### src/hdl/lab_defs.svh
`ifndef LAB_DEFS_SVH
`define LAB_DEFS_SVH

// alu operand width
`define LAB_DATA_W 4

// board widths
`define LAB_SW_W 8
`define LAB_LED_W 16
`define LAB_SEG_W 8

// clock cycles per led step
`define LAB_LED_STEP 4

// active low with all segments and dp off
`define LAB_SEG_BLANK 8'hFF

`endif

### src/hdl/lab_pkg.sv
`include "lab_defs.svh"

package lab_pkg;

    typedef enum logic [2:0] {
        op_add   = 3'd0,
        op_sub   = 3'd1,
        op_and   = 3'd2,
        op_or    = 3'd3,
        op_xor   = 3'd4,
        op_not_a = 3'd5,
        op_lt    = 3'd6,   // unsigned compare
        op_eq    = 3'd7
    } alu_op_e;

    typedef enum logic {
        led_hold = 1'b0,
        led_run  = 1'b1
    } led_state_e;

    typedef struct packed {
        logic [`LAB_DATA_W-1:0] a;
        logic [`LAB_DATA_W-1:0] b;
        logic                   cin;
        alu_op_e                op;
    } alu_req_t;

    typedef struct packed {
        logic [1:0] mux_y;
        logic [7:0] dec_y;
        logic [2:0] enc_y;
        logic       enc_valid;
    } decode_out_t;

    typedef struct packed {
        logic [`LAB_DATA_W-1:0] s;
        logic                   carry;  // borrow for op_sub
        logic                   ovf;
        logic                   zero;
        logic [`LAB_DATA_W-1:0] a;
        logic [`LAB_DATA_W-1:0] b;
    } alu_res_t;

endpackage

### src/hdl/alu_core.sv
`timescale 1ns/1ps

`include "lab_defs.svh"

module alu_core (
    input  logic              clk,
    input  logic              rst_n,
    input  lab_pkg::alu_req_t req,
    output lab_pkg::alu_res_t res
);

    localparam int W = `LAB_DATA_W;

    logic [W:0]   sum_w;    // extra bit is carry out
    logic [W:0]   diff_w;   // extra bit is borrow
    logic [W-1:0] y;
    logic         carry;
    logic         ovf;

    assign sum_w  = {1'b0, req.a} + {1'b0, req.b} + {{W{1'b0}}, req.cin};
    assign diff_w = {1'b0, req.a} - {1'b0, req.b} - {{W{1'b0}}, req.cin};

    always_comb begin
        y     = '0;
        carry = 1'b0;
        ovf   = 1'b0;
        unique case (req.op)
            lab_pkg::op_add: begin
                y     = sum_w[W-1:0];
                carry = sum_w[W];
                ovf   = (req.a[W-1] == req.b[W-1]) && (sum_w[W-1] != req.a[W-1]);
            end
            lab_pkg::op_sub: begin
                y     = diff_w[W-1:0];
                carry = diff_w[W];
                ovf   = (req.a[W-1] != req.b[W-1]) && (diff_w[W-1] != req.a[W-1]);
            end
            lab_pkg::op_and:   y = req.a & req.b;
            lab_pkg::op_or:    y = req.a | req.b;
            lab_pkg::op_xor:   y = req.a ^ req.b;
            lab_pkg::op_not_a: y = ~req.a;
            lab_pkg::op_lt:    y = W'(req.a < req.b);
            lab_pkg::op_eq:    y = W'(req.a == req.b);
            default: begin
                y = '0;
            end
        endcase
    end

    always_ff @(posedge clk or negedge rst_n) begin
        if (!rst_n) begin
            res <= '0;
        end else begin
            res.s     <= y;
            res.carry <= carry;
            res.ovf   <= ovf;
            res.zero  <= (y == '0);
            res.a     <= req.a;     // operands ride along for display
            res.b     <= req.b;
        end
    end

endmodule

### src/hdl/input_decode.sv
`timescale 1ns/1ps

`include "lab_defs.svh"

module input_decode (
    input  logic                   clk,
    input  logic                   rst_n,
    input  logic [7:0]             a,
    input  logic [1:0]             s,
    input  logic [2:0]             x,
    input  logic                   en,
    input  logic [7:0]             ec_x,
    input  logic                   ec_en,
    input  logic [`LAB_DATA_W-1:0] alu_a,
    input  logic [`LAB_DATA_W-1:0] alu_b,
    input  logic                   alu_c,
    input  lab_pkg::alu_op_e       alu_op,
    output lab_pkg::decode_out_t   dec,
    output lab_pkg::alu_req_t      req
);

    lab_pkg::decode_out_t dec_d;
    lab_pkg::alu_req_t    req_d;

    always_comb begin
        dec_d = '0;

        dec_d.mux_y = a[{s, 1'b0} +: 2];   // pair s of a

        if (en) begin
            dec_d.dec_y = 8'b1 << x;
        end

        // highest set bit wins
        if (ec_en && (ec_x != 8'h00)) begin
            dec_d.enc_valid = 1'b1;
            for (int i = 0; i < 8; i++) begin
                if (ec_x[i]) begin
                    dec_d.enc_y = 3'(i);
                end
            end
        end
    end

    always_comb begin
        req_d.a   = alu_a;
        req_d.b   = alu_b;
        req_d.cin = alu_c;
        req_d.op  = alu_op;
    end

    always_ff @(posedge clk or negedge rst_n) begin
        if (!rst_n) begin
            dec <= '0;
            req <= '0;
        end else begin
            dec <= dec_d;
            req <= req_d;   // same cycle as decode
        end
    end

endmodule

### src/hdl/lab_top.sv
`timescale 1ns/1ps

`include "lab_defs.svh"

module lab_top (
    input  logic                   clk,
    input  logic                   rst_n,
    input  logic [`LAB_SW_W-1:0]   sw,
    input  logic [7:0]             a,
    input  logic [1:0]             s,
    input  logic [2:0]             x,
    input  logic                   en,
    input  logic [7:0]             ec_x,
    input  logic                   ec_en,
    input  logic [`LAB_DATA_W-1:0] alu_a,
    input  logic [`LAB_DATA_W-1:0] alu_b,
    input  logic                   alu_c,
    input  lab_pkg::alu_op_e       alu_op,
    output logic [`LAB_LED_W-1:0]  ledr,
    output logic [1:0]             y,
    output logic [7:0]             y_dec,
    output logic [2:0]             ec_y,
    output logic                   ec_valid,
    output logic [`LAB_DATA_W-1:0] alu_s,
    output logic                   alu_c_out,
    output logic                   alu_ovf,
    output logic                   alu_zero,
    output logic [`LAB_SEG_W-1:0]  seg0,
    output logic [`LAB_SEG_W-1:0]  seg1,
    output logic [`LAB_SEG_W-1:0]  seg2,
    output logic [`LAB_SEG_W-1:0]  seg3,
    output logic [`LAB_SEG_W-1:0]  seg4,
    output logic [`LAB_SEG_W-1:0]  seg5,
    output logic [`LAB_SEG_W-1:0]  seg6,
    output logic [`LAB_SEG_W-1:0]  seg7
);

    lab_pkg::decode_out_t dec;
    lab_pkg::alu_req_t    req;
    lab_pkg::alu_res_t    res;

    input_decode u_decode (
        .clk(clk), .rst_n(rst_n),
        .a(a), .s(s), .x(x), .en(en),
        .ec_x(ec_x), .ec_en(ec_en),
        .alu_a(alu_a), .alu_b(alu_b), .alu_c(alu_c), .alu_op(alu_op),
        .dec(dec), .req(req)
    );

    alu_core u_alu (.clk(clk), .rst_n(rst_n), .req(req), .res(res));

    seg_result u_seg (
        .clk(clk), .rst_n(rst_n), .res(res), .dec(dec), .sw(sw),
        .seg0(seg0), .seg1(seg1), .seg2(seg2), .seg3(seg3),
        .seg4(seg4), .seg5(seg5), .seg6(seg6), .seg7(seg7)
    );

    led_flow u_led (.clk(clk), .rst_n(rst_n), .sw(sw), .ledr(ledr));

    assign y         = dec.mux_y;     // stage 1 outputs
    assign y_dec     = dec.dec_y;
    assign ec_y      = dec.enc_y;
    assign ec_valid  = dec.enc_valid;
    assign alu_s     = res.s;         // stage 2 outputs
    assign alu_c_out = res.carry;
    assign alu_ovf   = res.ovf;
    assign alu_zero  = res.zero;

endmodule

### src/hdl/led_flow.sv
`timescale 1ns/1ps

`include "lab_defs.svh"

module led_flow (
    input  logic                  clk,
    input  logic                  rst_n,
    input  logic [`LAB_SW_W-1:0]  sw,
    output logic [`LAB_LED_W-1:0] ledr
);

    localparam int CNT_W = (`LAB_LED_STEP > 1) ? $clog2(`LAB_LED_STEP) : 1;

    lab_pkg::led_state_e state;
    logic [CNT_W-1:0]    step_cnt;
    logic                step_hit;

    assign step_hit = (step_cnt == CNT_W'(`LAB_LED_STEP - 1));

    always_ff @(posedge clk or negedge rst_n) begin
        if (!rst_n) begin
            state <= lab_pkg::led_hold;
        end else begin
            case (state)
                lab_pkg::led_hold: if (sw[0]) state <= lab_pkg::led_run;
                lab_pkg::led_run:  if (!sw[0]) state <= lab_pkg::led_hold;
                default:           state <= lab_pkg::led_hold;
            endcase
        end
    end

    always_ff @(posedge clk or negedge rst_n) begin
        if (!rst_n) begin
            step_cnt <= '0;
            ledr     <= `LAB_LED_W'(1);
        end else if (state == lab_pkg::led_run && sw[0]) begin
            if (step_hit) begin
                step_cnt <= '0;
                if (sw[1]) begin
                    ledr <= {ledr[0], ledr[`LAB_LED_W-1:1]};   // rotate right
                end else begin
                    ledr <= {ledr[`LAB_LED_W-2:0], ledr[`LAB_LED_W-1]};
                end
            end else begin
                step_cnt <= step_cnt + 1'b1;
            end
        end else begin
            step_cnt <= '0;   // pattern holds in place
        end
    end

endmodule

### src/hdl/seg_result.sv
`timescale 1ns/1ps

`include "lab_defs.svh"

module seg_result (
    input  logic                    clk,
    input  logic                    rst_n,
    input  lab_pkg::alu_res_t       res,
    input  lab_pkg::decode_out_t    dec,
    input  logic [`LAB_SW_W-1:0]    sw,
    output logic [`LAB_SEG_W-1:0]   seg0,
    output logic [`LAB_SEG_W-1:0]   seg1,
    output logic [`LAB_SEG_W-1:0]   seg2,
    output logic [`LAB_SEG_W-1:0]   seg3,
    output logic [`LAB_SEG_W-1:0]   seg4,
    output logic [`LAB_SEG_W-1:0]   seg5,
    output logic [`LAB_SEG_W-1:0]   seg6,
    output logic [`LAB_SEG_W-1:0]   seg7
);

    // active low codes with dp in bit 7 kept off
    function automatic logic [`LAB_SEG_W-1:0] hex_to_seg(input logic [3:0] v);
        logic [`LAB_SEG_W-1:0] code;
        case (v)
            4'h0: code = 8'hC0;
            4'h1: code = 8'hF9;
            4'h2: code = 8'hA4;
            4'h3: code = 8'hB0;
            4'h4: code = 8'h99;
            4'h5: code = 8'h92;
            4'h6: code = 8'h82;
            4'h7: code = 8'hF8;
            4'h8: code = 8'h80;
            4'h9: code = 8'h90;
            4'hA: code = 8'h88;
            4'hB: code = 8'h83;   // lower case b
            4'hC: code = 8'hC6;
            4'hD: code = 8'hA1;   // lower case d
            4'hE: code = 8'h86;
            default: code = 8'h8E;
        endcase
        return code;
    endfunction

    always_ff @(posedge clk or negedge rst_n) begin
        if (!rst_n) begin
            seg0 <= `LAB_SEG_BLANK;
            seg1 <= `LAB_SEG_BLANK;
            seg2 <= `LAB_SEG_BLANK;
            seg3 <= `LAB_SEG_BLANK;
            seg4 <= `LAB_SEG_BLANK;
            seg5 <= `LAB_SEG_BLANK;
            seg6 <= `LAB_SEG_BLANK;
            seg7 <= `LAB_SEG_BLANK;
        end else begin
            seg0 <= hex_to_seg(res.s);
            seg1 <= hex_to_seg({1'b0, res.zero, res.ovf, res.carry});
            seg2 <= hex_to_seg(res.a);
            seg3 <= hex_to_seg(res.b);
            seg4 <= dec.enc_valid ? hex_to_seg({1'b0, dec.enc_y}) : `LAB_SEG_BLANK;
            seg5 <= hex_to_seg({2'b00, dec.mux_y});
            seg6 <= hex_to_seg(sw[3:0]);
            seg7 <= hex_to_seg(sw[7:4]);
        end
    end

endmodule

### config.mk
export PLATFORM = sky130hd
export DESIGN_NAME = lab_top
export DESIGN_NICKNAME = d
export VERILOG_FILES = /design/src/hdl/lab_pkg.sv /design/src/hdl/alu_core.sv /design/src/hdl/input_decode.sv /design/src/hdl/lab_top.sv /design/src/hdl/led_flow.sv /design/src/hdl/seg_result.sv
export VERILOG_INCLUDE_DIRS = /design/src /design/src/hdl
export SDC_FILE = /design/constraint.sdc
export NUM_CORES = 1
export LEC_CHECK = 0
export BUFFER_PORTS_ARGS = -buffer_cell sky130_fd_sc_hd__buf_2
export CAP_MARGIN = 20
export CORE_MARGIN = 1.5
export CORE_UTILIZATION = 54
export DETAILED_ROUTE_END_ITERATION = 12
export HOLD_SLACK_MARGIN = 0.15
export PLACE_DENSITY = 0.81
export SLEW_MARGIN = 10
export SYNTH_ARGS = -nofsm -noshare
export SYNTH_HDL_FRONTEND = slang
export SYNTH_SLANG_ARGS = --single-unit
### constraint.sdc
create_clock -name clk -period 2.7 [get_ports clk]
set_input_delay 0.405 -clock clk [delete_from_list [all_inputs] [get_ports clk]]
set_output_delay 0.405 -clock clk [all_outputs]
set_load 0.005 [all_outputs]
Word level (Yosys, flattened, before mapping)
Memory sizes are Yosys's and may differ from the RTL's. A register that Yosys moved wholly into a read port is not among the register bits.
Cells that the tools add are included.
{"block": "word_totals", "reg_bits": 124, "rom_bits": 672, "in_bits": 45, "output_inout_bits": 101, "n_memories": 7}
{"memory": "(no name shown)", "words": 16, "width": 7, "read_ports": 1, "rd_ports_with_merged_regs": 1, "write_ports": 0, "line": "seg_result.sv:24", "text": "case (v)"}
{"memory": "(no name shown)", "words": 16, "width": 7, "read_ports": 1, "rd_ports_with_merged_regs": 1, "write_ports": 0, "line": "seg_result.sv:24"}
{"memory": "(no name shown)", "words": 16, "width": 7, "read_ports": 1, "rd_ports_with_merged_regs": 1, "write_ports": 0, "line": "seg_result.sv:24"}
{"memory": "(no name shown)", "words": 16, "width": 7, "read_ports": 1, "rd_ports_with_merged_regs": 1, "write_ports": 0, "line": "seg_result.sv:24"}
{"memory": "(no name shown)", "words": 16, "width": 7, "read_ports": 1, "rd_ports_with_merged_regs": 1, "write_ports": 0, "line": "seg_result.sv:24"}
{"memory": "(no name shown)", "words": 8, "width": 7, "read_ports": 1, "rd_ports_with_merged_regs": 1, "write_ports": 0, "line": "seg_result.sv:24"}
{"memory": "1 more memories"}
{"block": "op_classes", "add_sub_neg": 5, "order_cmp": 1, "eq_ne": 16, "shifts": 2, "muxes": 18, "n_bitwise": 4, "reduce_logical": 15}
{"op": "4-bit case mux with 8 select lines", "count": 1}
{"op": "8-bit case mux with 4 select lines", "count": 1}
{"op": "16-bit 2-to-1 mux", "count": 1}
{"op": "8-bit 2-to-1 mux", "count": 2}
{"op": "3-bit == test, second input constant", "count": 4}
{"op": "3-bit 2-to-1 mux", "count": 4}
{"op": "2-bit 2-to-1 mux", "count": 4}
{"op": "8-bit nonzero test", "count": 1}
{"op": "8-bit by 4-bit variable part select with 2-bit output", "count": 1}
{"op": "1-bit by 3-bit << shifter with 8-bit output, first input constant", "count": 1}
{"op": "2-bit == test, second input constant", "count": 3}
{"op": "3-bit by 2-bit == test with 1-bit output, second input constant", "count": 2}
{"op": "1-bit logical NOT", "count": 6}
{"op": "4-bit by 4-bit adder with 5-bit output", "count": 1}
{"op": "5-bit by 1-bit adder with 5-bit output", "count": 1}
{"op": "4-bit by 4-bit subtractor with 5-bit output", "count": 1}
{"op": "5-bit by 1-bit subtractor with 5-bit output", "count": 1}
{"op": "4-bit AND", "count": 1}
{"op": "4-bit == test", "count": 1}
{"op": "1-bit logical AND", "count": 4}
{"op": "4-bit logical NOT", "count": 1}
{"op": "4-bit < comparator", "count": 1}
{"op": "4-bit 2-to-1 mux", "count": 1}
{"op": "4-bit inverter", "count": 1}
{"op": "12 further kinds", "count": 16}

Logic depth before layout (Yosys ltp)
{"block": "logic_depth", "ltp_word": 8, "mapped_depth": 9}

By module
A second synthesis with hierarchy kept.
{"block": "unflattened", "cells_unflattened": 533, "area_unflattened_um2": 6237.2}
{"mod": "seg_result", "n_inst": 1, "cells_per_inst": 273, "area_each_um2": 3170.5, "seq_area_each_um2": 1445.1}
{"mod": "alu_core", "n_inst": 1, "cells_per_inst": 125, "area_each_um2": 1243.7, "seq_area_each_um2": 375.4}
{"mod": "led_flow", "n_inst": 1, "cells_per_inst": 82, "area_each_um2": 985.9, "seq_area_each_um2": 476.7}
{"mod": "input_decode", "n_inst": 1, "cells_per_inst": 53, "area_each_um2": 837.1, "seq_area_each_um2": 650.6}

Worst setup path before layout
No wires, ideal clock.
{"block": "synth_timing", "kind": "reg-to-reg", "from": "reg, netlist name u_decode.req[4]", "to": "reg, netlist name u_alu.res[8]", "setup_ns": 0.096, "arrival_time_ns": 2.026, "required_time_ns": 2.604, "slack_ns": 0.578, "path_stages_with_launch": 9, "n_path_buf": 0, "synth_period_minus_slack_ns": 2.122, "cell_sequence": "dfrtp_1 > inv_1 > fa_1 > ha_1 > or3_1 > o211ai_2 > o31ai_1 > o31a_1 > nor4_2"}
{"block": "synth_via", "elab_chain_cells": 4, "elab_cells_between_ends": 11}
{"element": "4-bit by 4-bit subtractor with 5-bit output / 4-bit by 4-bit adder with 5-bit output (equally long branches)", "line": "alu_core.sv:21, alu_core.sv:20"}
{"element": "5-bit by 1-bit subtractor with 5-bit output / 5-bit by 1-bit adder with 5-bit output (equally long branches)", "line": "alu_core.sv:21, alu_core.sv:20"}
{"element": "4-bit case mux with 8 select lines *", "line": "alu_core.sv:27", "text": "unique case (req.op)"}
{"element": "named net u_alu.y[3]", "line": "alu_core.sv:16", "text": "logic [W-1:0] y;"}
{"element": "4-bit logical NOT *", "line": "alu_core.sv:57", "text": "res.zero <= (y == '0);"}
The timed path passes the listed nets; every way through them passes the cells marked *.
A chain may end at the register's enable or synchronous reset.

Worst setup path after layout
{"block": "layout_timing", "from": "reg, netlist name u_decode.req[4]", "to": "reg, netlist name u_alu.res[8]"}
{"block": "layout_via", "elab_chain_cells": 4, "elab_cells_between_ends": 11}
{"element": "4-bit by 4-bit subtractor with 5-bit output / 4-bit by 4-bit adder with 5-bit output (equally long branches)", "line": "alu_core.sv:21, alu_core.sv:20"}
{"element": "5-bit by 1-bit subtractor with 5-bit output / 5-bit by 1-bit adder with 5-bit output (equally long branches)", "line": "alu_core.sv:21, alu_core.sv:20"}
{"element": "4-bit case mux with 8 select lines *", "line": "alu_core.sv:27"}
{"element": "named net u_alu.y[3]", "line": "alu_core.sv:16"}
{"element": "4-bit logical NOT *", "line": "alu_core.sv:57"}
Marked as above.

==> results.md <==
* Max-cap check violation count at 0
* Clk_skew at 0.0105 ns
* Via count at 4,403
* Mapped Avg Cell Area at ~11 sq um
* Die area at 11,700 sq um
* Yosys warns at 0
* CTS tree: built
* Worst-Skew Late Latency at approximately 0.51 ns
* Switching share of power at 25.9%
* Clock-pin slew of the registers on the worst-case setup and hold paths at 0.06 ns
* GRT overflow at 0
* Hold Crit Start: s[1]
* Post_cts resized at 0
* GRT Total Usage at 22.2%
* Logic pwr share at 14.3%
* Fin crit period at ~2.4 ns
* Peak VDD IR at 337 uV
* Root Buffer: clkbuf_8
* Input/output buffers at 137
* Vias/cell at 5.21
* Hold Path Class: in2reg
* DR iter-0 viols at 322
* Bufs on Longest Clock Path at 2
* Area delta synth->final at 25.8%
* Crit-path cells: inv_1 -> fa_1 -> ha_1 -> or3_1 -> o211ai_2 -> o31ai_1 -> o31a_1 -> nor4_2
* Count of final setup violators at 0
* Final Core Density at 69.4%
* Area of the multi-input gates at 2680 sq um
* Initial core utilization at 55.2%
* Crit path from: u_decode.req[4]
* RSZ-0062 raised after global routing: false
* P_int at 3.48 mW
* Post-synth top flop: dfrtp_1
* First drt pass iteration count at 6
* Largest net degree at the start of global routing at 55
* Fraction of layout cells with a size suffix above 1 at 35.5%
* Sequential cell area at 2950 sq um
* CP endpoint kind: flop
* H-tree levels at 4
* Status: completed
* Most frequent cells in the layout: buf_2, ha_1, dfrtp_1
* Post-Syn Area at roughly 6000 sq um
* Total wire length at approximately 13,000 um
* Clock power share at 42.9%
* Kind of critical path: reg2reg
* Slew headroom at 62.5%
* ANT cells at 0
* CP max-delay cell: dfrtp_1
* Rows at 38
* Register area share after synthesis at 49.5%
* Final hold slack at 0.185 ns
* Clk sinks at roughly 120
* Area leader, netlist: dfrtp_1
* Initial antenna violation count at 0
* CP Data Arrival Time at around 2.8 ns
* Fin nets at 800
* Global placer's final weighted congestion at around 0.87
* FMAX at between 400 and 500 MHz
* Sequential power share at 42.9%
* Post-Synthesis Cells at 534
* DR WL/cell at 14.8 um
* FF-to-FF Start: u_decode.req[4]
* Die height at 108 um
* Critical Path Start Type: flop
* Die Wd at between 100 and 150 um
* First-pass GRT wire length at 19,900 um
* Delay-heaviest family, CP: adder cells
* Sw Pwr at 1.22 mW
* Commonest non-fill, non-tap cell in the layout: buf_2
* Pre-CTS setup slack at 0.364 ns
* Setup WS post-layout at 0.285 ns
* Async SR Flop Fraction at 100%
* Cts bufs inserted at 17
* Synth top area share at 24.8%
* Max-slew violation count at 0
* Data required, critical path at ~3.1 ns
* Setup_tns at 0 ns
* Drt drc at 0
* Ranking of synthesized cells by area: dfrtp_1, dfstp_2, ha_1
* Pwr dens at around 630 nW/um^2
* Worst stage delay on the critical path at 0.44 ns
* Final Hold Fails at 0
* Leakage at 3.74 nW
* Post-route ant nets at 0
* Num ports at 146
* Buf/Inv on CP at 1
* Vias in the first global route at 4,305
* Post-synth EDFFs at 0
* Crit Path Max Fanout at 5
* DP Wirelength at 8910 um
* Filler instances at roughly 770
* Slew @ Worst Pin at 0.563 ns
* Fin crit share at between 80% and 90%
* #FFs+latches synth at 115
* Netlist cell types at 55
* Core ar. at 10,800 sq um
through the flow:
| step | instances | total power, mW | instance area, sq um |
|---|---|---|---|
| CTS | 845 | 4.75 | 7490 |
| global placement | 789 | 2.64 | 6710 |
| finish | 845 | 4.69 | 7490 |
| detailed placement | 789 | 2.68 | 6710 |
| global route | 845 | 4.92 | 7490 |
| floorplan | 541 | 2.41 | 5980 |
synthesized netlist by cell type, types with 3 or more instances:
cell / instances
dfrtp_1: 59
ha_1: 59
dfstp_2: 56
nor2_1: 45
inv_1: 42
nand2_1: 35
mux2i_1: 34
o21ai_0: 33
a21oi_1: 22
buf_4: 14
clkbuf_1: 12
nor2b_1: 11
nand2b_1: 9
a22o_1: 8
buf_2: 8
mux4_2: 7
nor3_1: 7
nand3_1: 6
o22ai_1: 5
fa_1: 4
o21a_1: 4
o31ai_1: 4
a32o_1: 3
mux2_2: 3
o211ai_1: 3
or2_2: 3
or3b_2: 3
cell families (layout without fill, tap and decap cells):
logic type,count (synthesis),in the layout,synth area share (%)
AND/OR/NAND/NOR,128,128,10.1
flip-flops,115,115,49.5
AO/OA/AOI/OAI,101,101,11.0
buffers and inverters,77,241,5.94
adder cells (fa/ha/maj),63,63,13.7
multiplexers,45,45,9.18
XOR/XNOR,3,3,0.441
other,2,9,0.126
power groups by stage:
stage	sequential, mW	combinational (mW)	clock (mW)
5_1_grt	2.03	0.747	2.15
6_report	2.01	0.670	2.01
4_1_cts	2.01	0.673	2.06
3_3_place_gp	2.03	0.610	0
3_5_place_dp	2.04	0.640	0
2_1_floorplan	2.01	0.396	0
state kept, by name, indices dropped and copies added, names as in the netlist:
signal	cells
u_led.ledr	16
u_alu.res	15
u_decode.dec	14
u_decode.req	12
u_seg.seg0	7
u_seg.seg1	7
u_seg.seg2	7
u_seg.seg3	7
u_seg.seg4	7
u_seg.seg6	7
u_seg.seg7	7
u_seg.seg5	6
u_led.step_cnt	2
u_led.state	1
final timing paths:
| path | slack [ns] | cells after the start | to |
|---|---|---|---|
| min in group asynchronous | 0.41 | 2 | u_alu.res[5] |
| max in group asynchronous | 1.50 | 3 | u_seg.seg1[6] |
| worst min register to register | 0.43 | 0 | u_seg.seg5[4] |
| worst max register to register | 0.29 | 8 | u_alu.res[8] |
| worst max-delay path | 0.29 | 8 | u_alu.res[8] |
| worst min-delay path | 0.19 | 2 | u_decode.dec[12] |
metal layers:
layer / vias up / global-route usage (%) / routed length, um
met1: 2123 / 25.6 / 4950
li1: 2110 / - / -
met2: 150 / 38.5 / 6630
met5: - / 0 / 0
met3: 20 / 6.33 / 704
met4: 0 / 9.59 / 219
layout make-up:
cell class / count / area share [%]
multi-input combinational: 349 / 35.8
tap: 140 / 2.34
clock buffer: 20 / 5.81
timing repair buffer: 166 / 13.1
clock inverter: 12 / 1.47
inverter: 43 / 2.19
sequential: 115 / 39.3
repair_timing:
action | 4_1_cts | 5_1_grt
setup endpoints to repair | 0 | 0
hold buffers | 24 | 0
buffers inserted | 0 | 0
endpoints found under the hold margin | 45 | 0
No activity file was read; power rests on OpenSTA's default activity.
